==> config.mk <==
export PLATFORM = sky130hd
export DESIGN_NAME = line_timing
export DESIGN_NICKNAME = d
export VERILOG_FILES = /design/src/hw/video_timing_pkg.sv /design/src/hw/line_timing.sv
export SDC_FILE = /design/constraint.sdc
export NUM_CORES = 1
export LEC_CHECK = 0
export BUFFER_PORTS_ARGS = -buffer_cell sky130_fd_sc_hd__buf_2
export CORE_AREA = 2 2 39 41
export DETAILED_ROUTE_END_ITERATION = 6
export DIE_AREA = 0 0 41 43
export GPL_TIMING_DRIVEN = 0
export PLACE_DENSITY = 0.64
export SYNTH_ARGS = -nofsm -noshare
export SYNTH_HDL_FRONTEND = slang
export SYNTH_SLANG_ARGS = --single-unit
==> constraint.sdc <==
create_clock -name clk -period 2.9 [get_ports clk]
set_input_delay 0.145 -clock clk [delete_from_list [all_inputs] [get_ports clk]]
set_output_delay 0.145 -clock clk [all_outputs]
set_load 0.01 [all_outputs]
==> src/hw/video_timing_pkg.sv <==
// Scan geometry defaults and scan position types, used by the timing and display blocks
package video_timing_pkg;

  //////////////////////////////
  // Default 128x96 geometry
  //////////////////////////////
  localparam int H_ACTIVE = 128;
  localparam int H_FRONT  = 8;
  localparam int H_SYNC   = 16;
  localparam int H_BACK   = 8;   // 160 counts per line

  localparam int V_ACTIVE = 96;
  localparam int V_FRONT  = 2;
  localparam int V_SYNC   = 2;
  localparam int V_BACK   = 4;   // 104 lines per frame

  //////////////////////////////
  // Scan types
  //////////////////////////////
  typedef logic [6:0] column_t;   // Active column 0..127
  typedef logic [6:0] row_t;      // Active row 0..95
  typedef logic [7:0] h_count_t;  // Whole line
  typedef logic [6:0] v_count_t;  // Whole frame

  // Current scan position, as seen by memory and output stage
  typedef struct packed {
    column_t column;
    row_t    row;
    logic    active;   // Inside the visible region
    logic    hsync_n;
    logic    vsync_n;
  } scan_pos_t;

endpackage

==> src/hw/line_timing.sv <==
// Horizontal scan counter; drives the active column, hsync and a one-cycle line-end strobe
`timescale 1ns/1ps

module line_timing #(
  parameter int H_ACTIVE = video_timing_pkg::H_ACTIVE,
  parameter int H_FRONT  = video_timing_pkg::H_FRONT,
  parameter int H_SYNC   = video_timing_pkg::H_SYNC,
  parameter int H_BACK   = video_timing_pkg::H_BACK
) (
  input  logic                      clk,
  input  logic                      reset_synchronous,
  output video_timing_pkg::column_t column,
  output logic                      h_active,
  output logic                      hsync_n,
  output logic                      line_end
);

  localparam int H_TOTAL = H_ACTIVE + H_FRONT + H_SYNC + H_BACK;

  // Porch boundaries in counter width
  localparam video_timing_pkg::h_count_t ACTIVE_END = video_timing_pkg::h_count_t'(H_ACTIVE);
  localparam video_timing_pkg::h_count_t SYNC_START =
    video_timing_pkg::h_count_t'(H_ACTIVE + H_FRONT);
  localparam video_timing_pkg::h_count_t SYNC_END   =
    video_timing_pkg::h_count_t'(H_ACTIVE + H_FRONT + H_SYNC);
  localparam video_timing_pkg::h_count_t LAST_COUNT = video_timing_pkg::h_count_t'(H_TOTAL - 1);

  video_timing_pkg::h_count_t h_count;

  always_ff @(posedge clk)
  begin
    if (reset_synchronous)
    begin
      h_count <= '0;
    end
    else if (line_end)
    begin
      h_count <= '0;  // Wrap at end of line
    end
    else
    begin
      h_count <= h_count + video_timing_pkg::h_count_t'(1);
    end
  end

  assign line_end = (h_count == LAST_COUNT);
  assign h_active = (h_count < ACTIVE_END);
  assign hsync_n  = !((h_count >= SYNC_START) && (h_count < SYNC_END));  // Active low
  assign column   = video_timing_pkg::column_t'(h_count);  // Meaningful only when active

  // Single-cycle strobe, repeating every line
  assert property (@(posedge clk) disable iff (reset_synchronous)
    line_end |=> !line_end ##(H_TOTAL - 1) line_end);

  // Sync pulse sits inside horizontal blanking
  assert property (@(posedge clk) disable iff (reset_synchronous)
    !hsync_n |-> !h_active);

endmodule

# Word-level counts from Yosys, hierarchy flattened
# Index checks and enable logic that the tools add are counted.
classes:
  n_reduce_logical: 3
  n_eq_ne: 1
  magnitude_cmp: 3
  add_sub_neg: 1
op_table:
  columns: ["operator", "n"]
  rows:
  - ["$lt A8 B8 Y1 const B", 2]
  - ["$add A8 B1 Y8 const B", 1]
  - ["$eq A8 B8 Y1 const B", 1]
  - ["$ge A8 B8 Y1 const B", 1]
  - ["$reduce_or A2 Y1", 1]
  - ["$logic_and A1 B1 Y1", 1]
  - ["$logic_not A1 Y1", 1]
word_totals:
  out_inout_bits: 10
  reg_bits: 8
  elab_cells: 9

# Longest topological paths before layout
logic_depth:
  word_depth: 3
  depth_mapped: 4

# Least setup slack after synthesis
# Ideal clock, no wire load.
synth_path:
  path_type: "reg2reg"
  start: "register h_count[0]"
  end: "register h_count[6]"
  period_less_slack_ns: 1.269
  n_path_buf: 0
  setup_ns: 0.070
  setup_slack_ns: 1.631
  path_stages_with_launch: 5
  arrival_ns: 1.199
  cell_sequence: "dfxtp_1 -> ha_1 -> nand3_2 -> or3_1 -> a21oi_1"
synth_between:
  elab_chain_cells: 2
  word_cells_on_any_way: 3
  cone_classes: "add/sub: 1; eq/ne: 1; reduce/logical: 1"
synth_lines:
  columns: ["item", "line", "source"]
  rows:
  - ["start, declared", "line_timing.sv:28", "video_timing_pkg::h_count_t h_count;"]
  - ["start signal, assigned", "line_timing.sv:42", "h_count <= h_count + video_timing_pkg::h_count_t'(1);"]
  - ["parallel branches: the longest is 2 deep, another holds $add A8 B1 Y8", null, null]
# Parallel ways; which one is timed is not known.
# A chain may end at the register's enable or synchronous reset.

# Worst setup path after layout
layout_path:
  start: "register h_count[3]"
  end: "output hsync_n"
layout_between:
  elab_chain_cells: 3
  word_cells_on_any_way: 4
  cone_classes: "order compare: 2; reduce/logical: 2"
layout_lines:
  columns: ["item", "line", "source"]
  rows:
  - ["$ge A8 B8 Y1 / $lt A8 B8 Y1 (equally long branches)", "line_timing.sv:48", "assign hsync_n = !((h_count >= SYNC_START) && (h_count < SYNC_END));"]
  - ["$logic_and A1 B1 Y1 *", "line_timing.sv:48", null]
  - ["$logic_not A1 Y1 *", "line_timing.sv:48", null]
  - ["end, declared", "line_timing.sv:14", "output logic hsync_n,"]
# Mark *: on every way between the ends. The rest lies on a longest branch, timed or not.

==> results.json <==
{
  "cts.path.max_buffers": 2,
  "synthMuxAreaShare_pct": 0,
  "diodes": 0,
  "hold_start": "reset_synchronous",
  "start_kind": "flop",
  "clk_latency_ns": 0.25,
  "relSlewSlack_pct": 80.14,
  "worstPathMaxFanout": 7,
  "r2r_start": "h_count[0]",
  "avgRoutedWirePerCell_um": 9.747,
  "status": "finished, final reports clean",
  "grt_pass1_vias": 282,
  "place.detailed.hpwl_um": 584.7,
  "dp_slack_ns": 1.506,
  "grt_pass1_wl_mm": 1.131,
  "routed_wl_um": 770,
  "largest_reg_flops": 8,
  "slew_viol_final": 0,
  "cellPowerDensity_nw_per_um2": 445.2,
  "ys.warnings.count": 0,
  "required_ns": 2.76,
  "grt_max_degree": 8,
  "final.fill_count": 146,
  "coreArea_um2": 1384,
  "drt_iter0_drc": 8,
  "ioPinCount": 12,
  "cts.clk_slew.worst_paths_ns": 0.05,
  "worst-setup-path-type": "reg -> out",
  "seq_area_frac_synth_pct": 37.65,
  "synth_simple_gate_area_share_pct": 25.29,
  "antenna_left": 0,
  "cts_buffers": 3,
  "crit_path_end_kind": "primary output",
  "multi_input_area_um2": 197.7,
  "yosysUniqueCellTypes": 20,
  "num_vias": 367,
  "final.min_clock_period_ns": 1.499,
  "cts.sink_count": 8,
  "post-cts-setup-buffers": 0,
  "synth_nets": 52,
  "drive_gt1_share_pct": 36.51,
  "crit_slowest_cell": "dfxtp_1",
  "cts_resized": 0,
  "skew_ns": 0.007369,
  "worstMarginPinSlew_ns": 0.2972,
  "die_w_um": 41,
  "vias_per_cell": 4.646,
  "cts_tree": "yes",
  "synth-compound-area-share_pct": 12.06,
  "antenna_found_initial": 0,
  "gp_congestion": 0.7137,
  "synthesis.area_um2": 425.4,
  "startpoint": "h_count[3]",
  "regArea_um2": 160.2,
  "start_util_pct": 30.74,
  "post-route-period-util_pct": 51.68,
  "final_nets": 68,
  "leakage_nw": 0.2181,
  "grt_overflow": 0,
  "max_stage_delay_ns": 0.47,
  "root_buffer": "clkbuf_4",
  "irDropWorstVdd_mv": 0.1888,
  "synth_cells": 49,
  "die-area_um2": 1763,
  "top_register": "h_count",
  "grt.total_usage_pct": 10.36,
  "setup-tns-final_ns": 0,
  "synth_fa_ha_area_share_pct": 2.941,
  "synth_top_family_by_area": "simple AND/OR/NAND/NOR gates",
  "rsz0062_at_grt": "false",
  "cp_cell_sequence": "xnor2_1 -> or4_1 -> buf_2",
  "drc": 0,
  "cp.arrival_ns": 1.35,
  "max_cap_viol_count": 0,
  "area_delta_synth_final_pct": 22.94,
  "dr.pass1.iters": 4,
  "finalHoldViolations": 0,
  "rows": 14,
  "min_path_type": "in -> reg",
  "reg.largest.list": "h_count x8",
  "fmax_ghz": 0.6672,
  "setup_viol": 0,
  "yosys.area_share.xor_xnor_pct": 6.176,
  "cts_max_level": 1,
  "port_buffers": 11,
  "ys_ff_latch": 8,
  "finalWorstSetupSlack_ns": 1.401,
  "hold_buffers": 0,
  "die_h_um": 43,
  "syn_avg_cell_area_um2": 8.682
}
where the power goes:
group	internal [mW]	switching, mW
Combinational	0.0159	0.0110
Clock	0.0472	0.0352
Sequential	0.115	0.00847
Yosys cell counts:
| cell type | count | share of area [%] |
|---|---|---|
| or3_1 | 3 | 4.4 |
| nand3_2 | 1 | 2.4 |
| inv_1 | 4 | 3.5 |
| a31oi_1 | 1 | 1.5 |
| xnor2_1 | 3 | 6.2 |
| a21oi_1 | 3 | 3.5 |
| buf_4 | 7 | 12 |
| o21bai_1 | 1 | 1.8 |
| nand2_1 | 2 | 1.8 |
| nand3_1 | 1 | 1.2 |
| nand4b_1 | 1 | 2.1 |
| nand4bb_1 | 1 | 2.6 |
| or4_1 | 1 | 1.8 |
| ha_1 | 1 | 2.9 |
| nor2_1 | 5 | 4.4 |
| dfxtp_1 | 8 | 38 |
| o21ai_0 | 3 | 3.5 |
| o211ai_1 | 1 | 1.8 |
| nand4_2 | 1 | 2.9 |
| or2b_1 | 1 | 1.8 |
routing by layer:
metal | vias up | track usage [%] | share of wire [%]
li1 | 191 | - | -
met1 | 167 | 11.00 | 46
met2 | 9 | 14.06 | 49
met3 | 0 | 7.853 | 4.9
met4 | 0 | 6.000 | 0
met5 | - | 0 | 0
worst max-delay path, delay by kind of cell, from the launching register on:
kind	cells	cell delay [ns]
xor+xnor	1	0.09
simple gates	1	0.39
flops	1	0.47
buf+inv	1	0.15
path summary, 6_finish.rpt:
path | endpoint | slack, ns | cells after the start
worst max-delay path | hsync_n | 1.40 | 3
worst min-delay path | h_count[6] | 0.12 | 2
worst max register to register | h_count[6] | 1.50 | 4
worst min register to register | h_count[0] | 0.50 | 1
through the flow:
| step | std cells | util, % | power [mW] | hold WS, ns | area [um^2] |
|---|---|---|---|---|---|
| CTS | 79 | 37.79 | 0.2389 | 0.1121 | 523.0 |
| detailed placement | 76 | 36.17 | 0.1533 | 0.3857 | 500.5 |
| floorplan | 49 | - | 0.1442 | 0.2141 | 425.4 |
| global route | 79 | 37.79 | 0.2466 | 0.1234 | 523.0 |
| finish | 79 | 37.79 | 0.2329 | 0.1214 | 523.0 |
| global placement | 76 | 36.17 | 0.1526 | 0.3872 | 500.5 |
cell type report:
class / instances / area share [%]
timing repair buffer: 11 / 10.53
sequential: 8 / 30.62
clock buffer: 3 / 4.306
inverter: 4 / 2.871
multi-input combinational: 30 / 37.80
tap: 16 / 3.828
buffer: 7 / 10.05
cells in the final DEF, fill, tap and decap left out:
cell / synthesis / final
nand4_2: 1 / 1
o21bai_1: 1 / 1
nand3_2: 1 / 1
buf_4: 7 / 7
ha_1: 1 / 1
nand4bb_1: 1 / 1
clkbuf_4: 0 / 3
inv_1: 4 / 4
nand4b_1: 1 / 1
or3_1: 3 / 3
a31oi_1: 1 / 1
o211ai_1: 1 / 1
nand3_1: 1 / 1
nand2_1: 2 / 2
nor2_1: 5 / 5
buf_2: 0 / 11
dfxtp_1: 8 / 8
a21oi_1: 3 / 3
or4_1: 1 / 1
xnor2_1: 3 / 3
o21ai_0: 3 / 3
or2b_1: 1 / 1
logic make-up (layout without fill, tap and decap cells):
| kind of cell | count (synthesis) | count (layout) |
|---|---|---|
| adder cells (fa/ha/maj) | 1 | 1 |
| XOR/XNOR | 3 | 3 |
| buffers and inverters | 11 | 25 |
| AO/OA/AOI/OAI | 9 | 9 |
| flip-flops | 8 | 8 |
| AND/OR/NAND/NOR | 17 | 17 |
(Power assumes the default switching activity.)
