## config.mk

```make
export PLATFORM = sky130hd
export DESIGN_NAME = pixel_write_port
export DESIGN_NICKNAME = d
export VERILOG_FILES = /design/src/hw/video_timing_pkg.sv /design/src/hw/pixel_pkg.sv /design/src/hw/pixel_write_port.sv
export SDC_FILE = /design/constraint.sdc
export NUM_CORES = 1
export LEC_CHECK = 0
export CAP_MARGIN = 40
export CORE_AREA = 2 2 39 41
export CTS_CLUSTER_DIAMETER = 200
export DETAILED_ROUTE_END_ITERATION = 7
export DIE_AREA = 0 0 41 43
export DONT_BUFFER_PORTS = 1
export GPL_ROUTABILITY_DRIVEN = 0
export GPL_TIMING_DRIVEN = 1
export SETUP_SLACK_MARGIN = 0.5
export SLEW_MARGIN = 20
export SYNTH_ARGS = -nofsm -noshare
export SYNTH_HDL_FRONTEND = slang
export SYNTH_SLANG_ARGS = --single-unit
```

## constraint.sdc

```tcl
create_clock -name clk -period 0.8 [get_ports clk]
set_input_delay 0.04 -clock clk [delete_from_list [all_inputs] [get_ports clk]]
set_output_delay 0.04 -clock clk [all_outputs]
set_load 0.02 [all_outputs]
```

## src/hw/video_timing_pkg.sv

```systemverilog
// Scan geometry defaults and scan position types, used by the timing and display blocks
package video_timing_pkg;

  //////////////////////////////
  // Default 128x96 geometry
  //////////////////////////////
  localparam int H_ACTIVE = 128;
  localparam int H_FRONT  = 8;
  localparam int H_SYNC   = 16;
  localparam int H_BACK   = 8;   // 160 counts per line

  localparam int V_ACTIVE = 96;
  localparam int V_FRONT  = 2;
  localparam int V_SYNC   = 2;
  localparam int V_BACK   = 4;   // 104 lines per frame

  //////////////////////////////
  // Scan types
  //////////////////////////////
  typedef logic [6:0] column_t;   // Active column 0..127
  typedef logic [6:0] row_t;      // Active row 0..95
  typedef logic [7:0] h_count_t;  // Whole line
  typedef logic [6:0] v_count_t;  // Whole frame

  // Current scan position, as seen by memory and output stage
  typedef struct packed {
    column_t column;
    row_t    row;
    logic    active;   // Inside the visible region
    logic    hsync_n;
    logic    vsync_n;
  } scan_pos_t;

endpackage

```

## src/hw/pixel_pkg.sv

```systemverilog
// Colour and frame memory write types shared by the host port and the frame buffer
package pixel_pkg;

  // One bit per gun
  typedef struct packed {
    logic red;
    logic green;
    logic blue;
  } rgb_t;

  typedef logic [13:0] frame_addr_t;   // {row, column}

  localparam int FRAME_DEPTH = 12288;  // 96 rows of 128

  // Host pixel write, strobe only, always accepted
  typedef struct packed {
    logic                      strobe;
    video_timing_pkg::row_t    row;
    video_timing_pkg::column_t column;
    rgb_t                      colour;
  } pixel_write_t;

  // Write into frame memory
  typedef struct packed {
    logic        enable;
    frame_addr_t addr;
    rgb_t        colour;
  } mem_write_t;

endpackage

```

## src/hw/pixel_write_port.sv

```systemverilog
// Host pixel write port; drops rows outside the frame and registers writes toward frame memory
`timescale 1ns/1ps

module pixel_write_port (
  input  logic                    clk,
  input  logic                    reset_synchronous,
  input  pixel_pkg::pixel_write_t host_write,
  output pixel_pkg::mem_write_t   mem_write
);

  localparam pixel_pkg::frame_addr_t FRAME_LIMIT =
    pixel_pkg::frame_addr_t'(pixel_pkg::FRAME_DEPTH);
  localparam int FRAME_ROWS =
    pixel_pkg::FRAME_DEPTH / (2 ** $bits(video_timing_pkg::column_t));

  pixel_pkg::frame_addr_t addr;
  logic                   in_frame;

  assign addr     = {host_write.row, host_write.column};  // Row above column
  assign in_frame = (host_write.row < FRAME_ROWS);        // Row below 96

  //////////////////////////////
  // Write register
  //////////////////////////////
  always_ff @(posedge clk)
  begin
    mem_write.addr   <= addr;
    mem_write.colour <= host_write.colour;
    if (reset_synchronous)
    begin
      mem_write.enable <= 1'b0;
    end
    else
    begin
      mem_write.enable <= host_write.strobe && in_frame;
    end
  end

  // Memory never sees an address past the frame
  assert property (@(posedge clk) disable iff (reset_synchronous)
    mem_write.enable |-> (mem_write.addr < FRAME_LIMIT));

endmodule

```

# Word-level counts from Yosys, hierarchy flattened
# Cells that the tools add are included.
[op_classes] n_lt_le_gt_ge=1 n_reduce_logical=1
[ops] op="7-bit less-than comparator (second input constant)" count=1
[ops] op="1-bit logical AND" count=1
[totals] ff_bits=18 inputBits=20 output_inout_bits=18

# Logic depth before layout (Yosys ltp)
# Gate-level depths: netlist (run 1).
[depth] depth_word=2 depth_mapped=2 mapped_depth_nobuf=2

# Worst setup path after synthesis (run 1)
# OpenSTA, ideal clock, no wires.
[synth_path] path_type="reg2out" from="reg mem_write[0] (netlist name)" to="out mem_write[0] (netlist name)" arrival_time_ns=0.395 required_time_ns=0.760 path_slack_ns=0.365 path_stages_with_launch=1 cell_sequence="dfxtp_1"
[synth_rtl] element="start: declaration" line="pixel_write_port.sv:8" rtl="output pixel_pkg::mem_write_t mem_write"
# No word-level cell between the ends.

# Worst setup path in the final report (run 1)
[layout_path] from="reg mem_write[5] (netlist name)" to="out mem_write[5] (netlist name)"
# No word-level cell between the ends.

==> qor.txt, run 1 <==
total power -> 1.43 mW
RSZ-0062 raised after global routing -> true
clock share of power -> 29.6%
TritonRoute pass-1 iters -> 1
Rows -> 14
Sw Ratio -> 22.5%
Startpoint Class -> flip-flop
Slew HR -> 90.9%
Initial DRC Count -> 0
sequential share of the synthesized area -> 95.7%
aggregate negative setup slack -> 0 ns
initial antenna violation count -> 0
Critical Path AT -> 0.67 ns
Antenna Cells -> 0
most common cell after layout, fill and taps aside -> dfxtp_4
Psw -> 0.321 mW
Total Wirelength -> 692 um
CP Capture Type -> primary output
Die Wd -> 41 um
GRT Overall Usage -> 8.64%
Synth Instances -> 20
Syn Area/Cell -> 18.8 um2
part of the cycle the worst path needs -> 88.7%
Post-Route Utilization -> 35.4%
Post-Syn Area -> 377 um2
clock sink count -> 18
Post-Syn Nets -> 40
fin. max-slew vios -> 0
Die Height -> 43 um
final worst slack -> 0.0901 ns
Seq pwr share -> 70.2%
number of max-cap violations -> 0
CTS root buffer -> clkbuf_4
vias in the first global route -> 179
final hold vios -> 18
post-CTS setup buffer count -> 0
CTS tree -> done
deepest clock path buffer count -> 2
max reg flops -> 18
# resized after CTS -> 0
WS Path Type -> reg -> out
Setup Slack @ Placement -> 0.402 ns
VDD IR max -> 1.13 mV
measured slew at the worst slew-check pin -> 0.136 ns
CP Max Fanout -> 1
Leak -> 0.181 nW
Die ar. -> 1760 um2
area delta synth->final -> 30.2%
final setup violation count -> 0
Combinational Power Share -> 0.3%
leading registers by flop count -> mem_write x18
htree depth -> 1
failing checks -> negative hold slack
layout cells sized above 1 -> 91.7%
CTS buffer count -> 3
Final min period -> 0.710 ns
Fmax -> 1.41 GHz
boundary pin count -> 38
Ys Warns -> 0
post-detailed-route wirelength per cell -> 17.3 um
port bufs -> 0
distinct cell type count after synthesis -> 3
Core Region -> 1380 um2
pin count of the biggest net entering global routing -> 11
commonest non-fill, non-tap cells in the layout -> 18 x dfxtp_4, 3 x clkbuf_4, 1 x inv_1, 1 x a211oi_2, 1 x clkinv_1
Final ANT Viol Nets -> 0
Fin Hold WS -> -0.223 ns
register name with the most flops -> mem_write
outcome -> finished, violations left
global route overflow -> 0
worst path required time -> 0.76 ns
register bit count reported by yosys -> 18
vias -> 162
Pwr Density -> 2910 nW/um2
global-route wire length before repair -> 869 um
clk slew on worst S/H paths -> 0.09 ns
Initial Util -> 27.2%
HP Class -> in -> reg
Post-route DRC -> 0
internal power -> 1.10 mW
DR vias/cell -> 4.05
Layout Nets -> 45
logic make-up (layout without fill, tap and decap cells):
logic type | Yosys count | after routing | share of synthesized area [%]
AOI/OAI and AO/OA | 1 | 1 | 3.32
buffers and inverters | 1 | 5 | 0.996
DFF | 18 | 18 | 95.7
cells in the mapped netlist:
cell	instances	share of area, %
inv_1	1	1.0
dfxtp_1	18	96
a211oi_2	1	3.3
cell type report:
| cell class | instances | area, um2 |
|---|---|---|
| clock inverters | 1 | 3.75 |
| flip-flops and latches | 18 | 428 |
| fillers | 141 | 893 |
| inverters | 1 | 3.75 |
| well taps | 16 | 20.0 |
| multi-input cells | 1 | 12.5 |
| clock buffers | 3 | 22.5 |
final timing paths:
| path | start | endpoint | depth (start not counted) |
|---|---|---|---|
| max | mem_write[5]$_DFF_P_ | mem_write[5] | 0 |
| min | host_write[8] | mem_write[8]$_DFF_P_ | 0 |
per-layer routing:
layer | global-route usage [%] | up-vias | part of all wire (%)
met5 | 0 | - | 0
met1 | 7.36 | 70 | 29
met3 | 4.71 | 2 | 15
met4 | 10.0 | 0 | 0.58
met2 | 12.2 | 21 | 55
li1 | - | 69 | -
metrics by stage:
step | cells | area (um2)
4_1_cts | 40 | 490
3_3_place_gp | 36 | 464
2_1_floorplan | 20 | 444
5_1_grt | 40 | 490
6_report | 40 | 490
3_5_place_dp | 36 | 464
power groups by stage:
stage / clock network (mW) / logic [mW] / registers, mW
floorplan: 0 / 0.00374 / 1.02
global placement: 0 / 0.00413 / 1.02
detailed placement: 0 / 0.00406 / 1.02
CTS: 0.452 / 0.00406 / 1.00
global route: 0.505 / 0.00480 / 1.01
finish: 0.421 / 0.00393 / 1.00
Note: power is estimated with default switching activity, not from simulation.
==> run 2, diff against run 1 <==
Settings changed: ABC_AREA from default to 1.
==> run 2 against run 1 <==
The run still ends with negative hold slack left. Critical endpoint is now mem_write[3]. Area after synthesis rose by 0.66%. Via count up 12%. Worst setup slack better by 0.012 ns. Utilization down 0.090 points. Worst hold slack gained 0.0099 ns. Final area is 0.26% lower. Critical path type unchanged. Wire length is 0.29% higher. Largest power group unchanged. Clock power decreased by 6.9%.
==> qor.txt, run 2 <==
outcome -> finished, violations left
failing checks -> negative hold slack
htree depth -> 1
post-detailed-route wirelength per cell -> 16.5 um
Fmax -> 1.43 GHz
Critical Path AT -> 0.66 ns
CTS buffer count -> 3
Die Wd -> 41 um
measured slew at the worst slew-check pin -> 0.0821 ns
Die Height -> 43 um
routed wl met2 -> 263 um
register name with the most flops -> mem_write
Critical Path Start -> mem_write[3]$_DFF_P_
RSZ-0062 raised after global routing -> true
area delta synth->final -> 29.0%
Post-Syn Nets -> 43
DR vias/cell -> 4.31
final hold vios -> 18
pin count of the biggest net entering global routing -> 10
most common cell after layout, fill and taps aside -> dfxtp_4
leading registers by flop count -> mem_write x18
TritonRoute pass-1 iters -> 1
VDD IR max -> 1.07 mV
Post-Syn Area -> 379 um2
fin. max-slew vios -> 0
GRT Overall Usage -> 8.22%
aggregate negative setup slack -> 0 ns
Setup crit end -> mem_write[3]
Leak -> 0.191 nW
Top FF cell, synth -> dfxtp_1
distinct cell type count after synthesis -> 4
vias -> 181
part of the cycle the worst path needs -> 87.3%
final setup violation count -> 0
global-route wire length before repair -> 841 um
CP Depth -> 0
number of max-cap violations -> 0
Final min period -> 0.698 ns
asr flop ratio synth -> 0%
Pwr Density -> 2860 nW/um2
register bit count reported by yosys -> 18
Die ar. -> 1760 um2
DR top layer -> met3
Ys Warns -> 0
layout cells sized above 1 -> 80.8%
Post-Route Utilization -> 35.4%
deepest clock path buffer count -> 2
number of fill cells in the layout -> 135
global route overflow -> 0
Slew HR -> 94.5%
post-synth top area cell -> dfxtp_1
CP Max Fanout -> 1
max reg flops -> 18
CTS tree -> done
port bufs -> 0
Core Region -> 1380 um2
Post-route DRC -> 0
Hold Startpoint -> host_write[14]
Initial Util -> 27.4%
Commonest cells post-synth -> 18 x dfxtp_1, 2 x inv_1, 2 x nand2_1, 1 x nor2_1
Final ANT Viol Nets -> 0
Initial DRC Count -> 0
Rows -> 14
Layout Nets -> 48
WS Path Type -> reg -> out
top cells by area, synth -> dfxtp_1 95%, inv_1 2.0%, nand2_1 2.0%
worst path required time -> 0.76 ns
Yosys top cell area share -> 95.0%
boundary pin count -> 38
Synth Instances -> 23
sequential share of the synthesized area -> 95.0%
HP Class -> in -> reg
Post-synth EDFFs -> 0
CTS root buffer -> clkbuf_4
met3 routed WL -> 186 um
CP Capture Type -> primary output
count leader, synth -> dfxtp_1
Startpoint Class -> flip-flop
Finished Layout Cells -> 42
Total Wirelength -> 694 um
initial antenna violation count -> 0
placed cells -> 39
clock sink count -> 18
Antenna Cells -> 0
clk slew on worst S/H paths -> 0.08 ns
# resized after CTS -> 0
vias in the first global route -> 204
Syn Area/Cell -> 16.5 um2
commonest non-fill, non-tap cells in the layout -> 18 x dfxtp_4, 3 x clkbuf_4, 2 x inv_1, 2 x nand2_1, 1 x nor2_1
wl on met1 -> 244 um
Fin Hold WS -> -0.213 ns
run 2: cell count changes in the layout (fill, tap and decap cells not counted):
cell,before,now
nor2_1,0,1
clkinv_1,1,0
a211oi_2,1,0
nand2_1,0,2
inv_1,1,2
run 2: worst min-delay path by stage:
stage / cells after the start / slack [ns] / end
after floorplan: 0 / 0.07 / mem_write[0]$_DFF_P_
after global placement: 0 / 0.07 / mem_write[14]$_DFF_P_
after detailed placement: 0 / 0.07 / mem_write[4]$_DFF_P_
after CTS: 0 / -0.23 / mem_write[14]$_DFF_P_
after global routing: 0 / -0.25 / mem_write[4]$_DFF_P_
final: 0 / -0.21 / mem_write[14]$_DFF_P_
run 2: per-stage QoR:
step	cell area, um2	hold WS, ns	total power [mW]	setup WS (ns)
after floorplan	447	0.0677	1.02	0.412
after global placement	467	0.0677	1.03	0.403
after detailed placement	467	0.0678	1.03	0.400
after CTS	489	-0.231	1.44	0.0823
after global routing	489	-0.248	1.49	0.0579
final	489	-0.213	1.40	0.102
run 2: area by class of cell:
type                    instances  area, um2  share of cell area (%)
well taps                      16       20.0                    4.09
flip-flops and latches         18        428                    87.5
multi-input cells               3       11.3                    2.30
clock buffers                   3       22.5                    4.60
inverters                       2       7.51                    1.53
run 2: kinds of logic (layout without fill, tap and decap cells):
logic type    count (synthesis)  in the layout  synth area share, %
flops                        18             18                 95.1
buf+inv                       2              5                 1.98
simple gates                  3              3                 2.97
run 2: what timing repair did:
item | CTS | global route
endpoints found under the hold margin | 18 | 18
setup endpoints to repair | 18 | 18
buffers inserted | 0 | 0
run 2: metal layers:
| metal | vias up | global-route usage, % |
|---|---|---|
| li1 | 73 | - |
| met2 | 37 | 11.6 |
| met4 | 0 | 8.00 |
| met5 | - | 0 |
| met1 | 71 | 5.65 |
| met3 | 0 | 7.85 |
run 2: where the power goes:
| group | internal [mW] | total, mW | switching (mW) |
|---|---|---|---|
| Clock | 0.174 | 0.392 | 0.217 |
| Combinational | 0.00254 | 0.00551 | 0.00297 |
| Sequential | 0.921 | 1.00 | 0.0801 |
| Total | 1.10 | 1.40 | 0.301 |
