## config.mk

```make
export PLATFORM = sky130hd
export DESIGN_NAME = video_output
export DESIGN_NICKNAME = d
export VERILOG_FILES = /design/src/hw/video_timing_pkg.sv /design/src/hw/pixel_pkg.sv /design/src/hw/video_output.sv
export SDC_FILE = /design/constraint.sdc
export NUM_CORES = 1
export LEC_CHECK = 0
export BUFFER_PORTS_ARGS = -buffer_cell sky130_fd_sc_hd__clkbuf_2
export CAP_MARGIN = 20
export CORE_AREA = 3 3 40 42
export CTS_BUF_LIST = sky130_fd_sc_hd__clkbuf_16
export CTS_CLUSTER_DIAMETER = 80
export DETAILED_ROUTE_END_ITERATION = 10
export DIE_AREA = 0 0 43 45
export PLACE_DENSITY = 0.54
export SLEW_MARGIN = 10
export SYNTH_ARGS = -nofsm -noshare
export SYNTH_HDL_FRONTEND = slang
export SYNTH_SLANG_ARGS = --single-unit
```

## constraint.sdc

```tcl
create_clock -name clk -period 1.15 [get_ports clk]
set_input_delay 0.115 -clock clk [delete_from_list [all_inputs] [get_ports clk]]
set_output_delay 0.115 -clock clk [all_outputs]
set_load 0.02 [all_outputs]
```

## src/hw/video_timing_pkg.sv

```systemverilog
// Scan geometry defaults and scan position types, used by the timing and display blocks
package video_timing_pkg;

  //////////////////////////////
  // Default 128x96 geometry
  //////////////////////////////
  localparam int H_ACTIVE = 128;
  localparam int H_FRONT  = 8;
  localparam int H_SYNC   = 16;
  localparam int H_BACK   = 8;   // 160 counts per line

  localparam int V_ACTIVE = 96;
  localparam int V_FRONT  = 2;
  localparam int V_SYNC   = 2;
  localparam int V_BACK   = 4;   // 104 lines per frame

  //////////////////////////////
  // Scan types
  //////////////////////////////
  typedef logic [6:0] column_t;   // Active column 0..127
  typedef logic [6:0] row_t;      // Active row 0..95
  typedef logic [7:0] h_count_t;  // Whole line
  typedef logic [6:0] v_count_t;  // Whole frame

  // Current scan position, as seen by memory and output stage
  typedef struct packed {
    column_t column;
    row_t    row;
    logic    active;   // Inside the visible region
    logic    hsync_n;
    logic    vsync_n;
  } scan_pos_t;

endpackage

```

## src/hw/pixel_pkg.sv

```systemverilog
// Colour and frame memory write types shared by the host port and the frame buffer
package pixel_pkg;

  // One bit per gun
  typedef struct packed {
    logic red;
    logic green;
    logic blue;
  } rgb_t;

  typedef logic [13:0] frame_addr_t;   // {row, column}

  localparam int FRAME_DEPTH = 12288;  // 96 rows of 128

  // Host pixel write, strobe only, always accepted
  typedef struct packed {
    logic                      strobe;
    video_timing_pkg::row_t    row;
    video_timing_pkg::column_t column;
    rgb_t                      colour;
  } pixel_write_t;

  // Write into frame memory
  typedef struct packed {
    logic        enable;
    frame_addr_t addr;
    rgb_t        colour;
  } mem_write_t;

endpackage

```

## src/hw/video_output.sv

```systemverilog
// Output stage; aligns syncs with memory data, blanks colour and registers the VGA pins
`timescale 1ns/1ps

module video_output (
  input  logic                        clk,
  input  logic                        reset_synchronous,
  input  video_timing_pkg::scan_pos_t scan,
  input  pixel_pkg::rgb_t             pixel,
  output logic                        vga_red,
  output logic                        vga_green,
  output logic                        vga_blue,
  output logic                        vga_hsync,
  output logic                        vga_vsync
);

  logic            active_d;
  logic            hsync_d;
  logic            vsync_d;
  pixel_pkg::rgb_t colour;

  // Match the memory read latency
  always_ff @(posedge clk)
  begin
    if (reset_synchronous)
    begin
      active_d <= 1'b0;
      hsync_d  <= 1'b1;  // Inactive
      vsync_d  <= 1'b1;
    end
    else
    begin
      active_d <= scan.active;
      hsync_d  <= scan.hsync_n;
      vsync_d  <= scan.vsync_n;
    end
  end

  assign colour = active_d ? pixel : '0;  // Black in porches and sync

  // Pin registers
  always_ff @(posedge clk)
  begin
    if (reset_synchronous)
    begin
      vga_red   <= 1'b0;
      vga_green <= 1'b0;
      vga_blue  <= 1'b0;
      vga_hsync <= 1'b1;
      vga_vsync <= 1'b1;
    end
    else
    begin
      vga_red   <= colour.red;
      vga_green <= colour.green;
      vga_blue  <= colour.blue;
      vga_hsync <= hsync_d;
      vga_vsync <= vsync_d;
    end
  end

endmodule

```

After elaboration in Yosys (flattened, before gate mapping)
Index checks and enable logic that the tools add are counted.
- register bits after elaboration: 8
- bits of input ports: 22
- output and inout bits: 5
- word-level logic and storage cells: 10
- bitwise operators: 1
- reductions and logical operators: 1
- operators with widths (kind ; number):
    $reduce_or 2->1 ; 1
    $not 1->1 ; 1

Logic depth before layout (Yosys ltp)
Gate-level depths: netlist of the first run.
- word-level depth: 2
- mapped depth: 1
- gate-level depth less buffers: 1

Worst setup path before layout of the first run
No wires, ideal clock.
- path type: flip-flop to flip-flop
- start: reg hsync_d
- end: reg vga_hsync
- library setup time: 120 ps
- data arrival time: 453 ps
- data required time: 1030 ps
- slack: 577 ps
- stages on the path, launching flop included: 2
- buffers on the path: 0
- clock period less this slack: 573 ps
- cell sequence: dfxtp_1 or2_1
- RTL lines (element ; line ; source):
    start, declared ; video_output.sv:17 ; logic hsync_d;
    start signal, assigned ; video_output.sv:33 ; hsync_d <= scan.hsync_n;
    end signal, assigned ; video_output.sv:56 ; vga_hsync <= hsync_d;
    end, declared ; video_output.sv:12 ; output logic vga_hsync,
No word-level cell between the ends.

Final worst setup path of the first run
- start: reg vga_hsync
- end: out vga_hsync
No word-level cell between the ends.

==> results of run 1 <==
-- cells in the mapped netlist --
cell | count | area [um^2]
or2_1 | 4 | 25.0
dfxtp_1 | 8 | 160
and3b_1 | 3 | 26.3
nor2b_1 | 1 | 6.26
-- metrics by stage --
step / hold slack, ns / util / worst slack [ns]
2_1_floorplan: 0.187 / - / 0.577
3_3_place_gp: 0.295 / 0.231 / 0.558
3_5_place_dp: 0.294 / 0.231 / 0.544
4_1_cts: 0.0590 / 0.289 / 0.340
5_1_grt: 0.0673 / 0.289 / 0.318
6_report: 0.0610 / 0.289 / 0.350
-- worst paths after layout --
kind | startpoint | endpoint | slack (ns) | cells after the start
max | vga_hsync$_SDFF_PP1_ | vga_hsync | 0.35 | 1
min | scan[0] | vsync_d$_SDFF_PP1_ | 0.06 | 2
max reg2reg | hsync_d$_SDFF_PP1_ | vga_hsync$_SDFF_PP1_ | 0.57 | 1
min reg2reg | vsync_d$_SDFF_PP1_ | vga_vsync$_SDFF_PP1_ | 0.40 | 1
-- flip-flops by register name, summed over array words and instances, names as in the netlist --
register / count
active_d: 1
hsync_d: 1
vga_blue: 1
vga_green: 1
vga_hsync: 1
vga_red: 1
vga_vsync: 1
vsync_d: 1
-- power by group through the flow --
stage               Sequential, mW  Combinational, mW  Clock [mW]
floorplan                    0.304            0.00761           0
global placement             0.297             0.0340           0
detailed placement           0.297             0.0343           0
CTS                          0.293             0.0344       0.583
global route                 0.294             0.0381       0.596
finish                       0.293             0.0335       0.567
-- final cells by class --
cell class,count,area [um^2],area share
Clock buffer,3,75.1,0.202
Timing Repair Buffer,12,60.1,0.162
Multi-Input combinational cell,8,57.6,0.155
Sequential cell,8,160,0.431
Tap cell,15,18.8,0.0505
-- per-layer routing --
metal	GRT usage	part of all wire	wire, um
met3	0.0637	0.24	92
met1	0.0587	0.46	177
met4	0.0181	0	0
met2	0.0509	0.29	112
met5	0	0	0
-- cell families after synthesis --
family and Yosys count:
DFF 8, and+or+nand+nor 8
==> results_dict.tcl, run 1 <==
set metrics [dict create \
    drt_iter0_markers 0 \
    synth-seq-cells 8 \
    htreeDepth 1 \
    fin_skew_ns 0.00127 \
    dp.cells 43 \
    status "finished clean" \
    wl_per_cell_um 8.30 \
    synth-simple-area-share 0.264 \
    drive_gt1_frac 0.484 \
    slew_violations 0 \
    start_kind "flip-flop" \
    die_x_um 43 \
    worstSkewPairLatency_ns 0.23 \
    track_usage 0.0502 \
    viasPerCell 3.41 \
    gp_congestion 0.585 \
    synthAdderAreaFrac 0 \
    fillers 137 \
    finalPower_uw 894 \
    synth_xor_area_frac 0 \
    max_stage_delay_ns 0.30 \
    combPwrFrac 0.037 \
    fin_crit_ns 0.800 \
    seq_power_share 0.328 \
    max_freq_mhz 1250 \
    ioPinCount 27 \
    cts_root_buf "clkbuf_16" \
    cp_num_buf_inv 1 \
    required_ns 1.03 \
    sw_frac_of_total 0.155 \
    fin_area_um2 372 \
    p_int_uw 755 \
    worstPathCellList "clkbuf_2" \
    finalNonFillerCells 46 \
    yosysWarnings 0 \
    layout.nets 55 \
    finalSetupTns_ns 0 \
    grt_overflow 0 \
    ys_types 4 \
    p_sw_uw 139 \
    synth_top_family_by_area "simple AND/OR/NAND/NOR gates" \
    cap_violations 0 \
    layout_commonest_cell "clkbuf_2" \
    seq_area_frac_synth 0.736 \
    area_delta_synth_final_pct 70.7 \
    critPathMaxFanout 1 \
    tightest_slew_ns 0.123 \
    slew_headroom 0.918 \
    cp_slowest_cell "dfxtp_1" \
    postCtsSetupRepairBufs 0 \
    start_util 0.169 \
    die_area_um2 1940 \
    p_clk_frac 0.635 \
    clk_pin_slew_ns 0.03 \
    num_rows 13 \
    muxShareOfSynthArea 0 \
    grt_pass1_vias 136 \
    cts_num_sinks 8 \
    synth_nets 38 \
    place_hpwl_um 297 \
    ctsHoldBuffers 0 \
    avgSynthCellArea_um2 13.6 \
    cp-end-kind "output pin" \
    min_path_type "in2reg" \
    syn_inst 16 \
    grt_pass1_wl_um 614 \
    core_area_um2 1280 \
    ant_nets 0 \
    die_h_um 45 \
    wl_um 382 \
    finalSetupViolCount 0 \
    drt-pass1-iter-count 1 \
    criticalPathCategory "reg2out" \
    grt_max_degree 9 \
    post_dp_cell_area_um2 297 \
    cts_resized 0 \
    peakVddDrop_mv 0.911 \
    p_leak_nw 0.184 \
    cts_made_buffers 3 \
    cts_tree "done" \
    layout_common_cells "clkbuf_2, dfxtp_1, or2_1" \
    antenna_found_initial 0 \
    synth_compound_area_frac 0 \
    diodes 0 \
    p_per_area_nw_per_um2 2400 \
    rsz0062_at_grt "no" \
    port_buffers 12 \
    hold_viol_final 0 \
    clockBufferDepth 2 \
    cp.arrival_ns 0.68 \
    netlist_area_um2 218 \
    post-route-drc-count 0 \
    vias 157 \
    min_period_over_period 0.696 \
    critPathTopFamily "flip-flops" \
]
(Power assumes the default switching activity.)
==> inputs of run 2 (changes only) <==
--- a/config.mk
+++ b/config.mk
@@ -5,6 +5,7 @@
 export SDC_FILE = /design/constraint.sdc
 export NUM_CORES = 1
 export LEC_CHECK = 0
+export ABC_AREA = 1
 export BUFFER_PORTS_ARGS = -buffer_cell sky130_fd_sc_hd__clkbuf_2
 export CAP_MARGIN = 20
 export CORE_AREA = 3 3 40 42
@@ -12,7 +13,7 @@
 export CTS_CLUSTER_DIAMETER = 80
 export DETAILED_ROUTE_END_ITERATION = 10
 export DIE_AREA = 0 0 43 45
-export PLACE_DENSITY = 0.54
+export PLACE_DENSITY = 0.55
 export SLEW_MARGIN = 10
 export SYNTH_ARGS = -nofsm -noshare
 export SYNTH_HDL_FRONTEND = slang
==> constraint.sdc (replaced) <==
create_clock -name clk -period 0.8 [get_ports clk]
set_input_delay 0.08 -clock clk [delete_from_list [all_inputs] [get_ports clk]]
set_output_delay 0.08 -clock clk [all_outputs]
set_load 0.02 [all_outputs]
==> run 2 against run 1 <==
Sequential power grew 43%. Non-clock buffer count is the same. Die area is the same. Flip-flop and latch count is the same. Count of clock-buffer cells in the layout is the same. Combinational power grew 52%. Setup slack lost 0.32 ns. First-iteration DRC count is the same. Final cell count grew 13%.
==> results_dict.tcl, run 2 <==
set metrics [dict create \
    status "finished clean" \
    ys_types 5 \
    core_area_um2 1280 \
    slew_violations 0 \
    postCtsSetupRepairBufs 0 \
    rr_endpoint "vga_hsync$_SDFF_PP1_" \
    seq_power_share 0.326 \
    avgSynthCellArea_um2 10.1 \
    fin_skew_ns 0.00198 \
    synth_nets 44 \
    port_buffers 12 \
    min_period_over_period 0.956 \
    multiInputGateArea_um2 43.8 \
    cts_made_buffers 3 \
    max_freq_mhz 1310 \
    crit_path_end "vga_green" \
    grtUsageMet2 0.0569 \
    combPwrFrac 0.039 \
    viasPerCell 3.06 \
    max_stage_delay_ns 0.30 \
    p_leak_nw 0.196 \
    diodes 0 \
    wl_um 368 \
    p_sw_uw 206 \
    layout_common_cells "clkbuf_2, dfxtp_1, inv_1" \
    cp_slowest_cell "dfxtp_1" \
    slew_headroom 0.919 \
    utilization 0.293 \
    htreeDepth 1 \
    antenna_found_initial 0 \
    min_path_type "in2reg" \
    netlist.top_cell.by_area "dfxtp_1" \
    layout.nets 61 \
    r2r_cells 1 \
    worstSkewPairLatency_ns 0.23 \
    synth_edf_count 0 \
    fin_crit_ns 0.765 \
    post_dp_cell_area_um2 302 \
    ff_latch_area_um2 160 \
    top_usage_layer "met2" \
    cap_violations 0 \
    fin_area_um2 377 \
    synth_top_cell_area_share 0.719 \
    cts_resized 0 \
    cp-end-kind "output pin" \
    clockBufferDepth 2 \
    ctsHoldBuffers 0 \
    grt_pass1_vias 155 \
    grt_pass1_wl_um 565 \
    grt_overflow 0 \
    criticalPathCategory "reg2out" \
    globalRouteMet3Util 0.0438 \
    crit_cells 1 \
    fillers 152 \
    post-route-drc-count 0 \
    die_h_um 45 \
    finalPower_mw 1.29 \
    cp.arrival_ns 0.68 \
    area_delta_synth_final_pct 69.1 \
    yosysMostFrequentCell "dfxtp_1" \
    drive_gt1_frac 0.405 \
    required_ns 0.72 \
    gp_congestion 0.569 \
    num_rows 13 \
    critPathMaxFanout 1 \
    track_usage 0.0467 \
    seq_area_frac_synth 0.719 \
    r2r-start "hsync_d$_SDFF_PP1_" \
    synth_common_cells "dfxtp_1, inv_1, nor2_1, or2_1, nand2_1" \
    sw_frac_of_total 0.159 \
    drt-pass1-iter-count 1 \
    synthFlopType "dfxtp_1" \
    rsz0062_at_grt "no" \
    cp_num_buf_inv 1 \
    die_area_um2 1940 \
    rrSetupSlack_ns 0.21 \
    netlist_area_um2 223 \
    start_util 0.173 \
    wl_per_cell_um 7.08 \
    hold_viol_final 0 \
    die_x_um 43 \
    cts_root_buf "clkbuf_16" \
    grt_max_degree 7 \
    start_kind "flip-flop" \
    cts_tree "done" \
    tightest_slew_ns 0.122 \
    async_flop_share 0 \
    finalSetupTns_ns 0 \
    clk_pin_slew_ns 0.03 \
    finalSetupViolCount 0 \
    met1_usage 0.0413 \
    synth-seq-cells 8 \
    ys_top_cells_by_area "dfxtp_1, or2_1, inv_1" \
    syn_inst 22 \
    p_int_mw 1.08 \
    p_per_area_nw_per_um2 3430 \
    ant_nets 0 \
    worstPathCellList "clkbuf_2" \
    ioPinCount 27 \
    cts_num_sinks 8 \
    layout_commonest_cell "clkbuf_2" \
    crit_start "vga_green$_SDFF_PP0_" \
    p_clk_frac 0.635 \
    drt_iter0_markers 0 \
    vias 159 \
    yosysWarnings 0 \
    peakVddDrop_mv 1.21 \
    critPathTopFamily "flip-flops" \
]
run 2: cell types whose count changed in the layout (fill, tap and decap cells not counted):
cell / previous run / this run
and3b_1: 3 / 0
inv_1: 0 / 5
nand2_1: 0 / 1
nor2_1: 0 / 4
nor2b_1: 1 / 0
run 2: power by group through the flow:
stage | registers, mW | clock network (mW) | logic, mW
floorplan | 0.437 | 0 | 0.0136
global placement | 0.426 | 0 | 0.0509
detailed placement | 0.426 | 0 | 0.0521
CTS | 0.420 | 0.846 | 0.0521
global route | 0.421 | 0.873 | 0.0590
finish | 0.420 | 0.819 | 0.0509
run 2: through the flow:
stage	std cells	setup slack, ns	hold slack, ns
2_1_floorplan	22	0.227	0.151
6_report	52	0.0350	0.0279
3_5_place_dp	49	0.213	0.259
3_3_place_gp	49	0.212	0.260
5_1_grt	52	0.00925	0.0380
4_1_cts	52	0.0190	0.0240
run 2: layout make-up:
type,instances,area share
inverter,5,0.0498
multi-input combinational,9,0.116
timing repair buffer,12,0.159
sequential,8,0.425
clock buffer,3,0.199
tap,15,0.0498
run 2: logic make-up after synthesis:
family,synth area share
and+or+nand+nor,0.197
DFF,0.719
buffers and inverters,0.0843
run 2: metal layers:
layer,part of all wire,routed length [um],up-vias
met5,0,0,-
met4,0,0,0
met3,0.19,69,0
met2,0.39,144,10
met1,0.42,153,58
li1,-,-,91
run 2: worst min path at each step:
stage / from / slack, ns / cells after the start / endpoint
2_1_floorplan: reset_synchronous / 0.15 / 1 / active_d$_SDFF_PP0_
3_3_place_gp: scan[0] / 0.26 / 2 / vsync_d$_SDFF_PP1_
3_5_place_dp: scan[0] / 0.26 / 2 / vsync_d$_SDFF_PP1_
4_1_cts: scan[0] / 0.02 / 2 / vsync_d$_SDFF_PP1_
5_1_grt: scan[0] / 0.04 / 2 / vsync_d$_SDFF_PP1_
6_report: scan[0] / 0.03 / 2 / vsync_d$_SDFF_PP1_
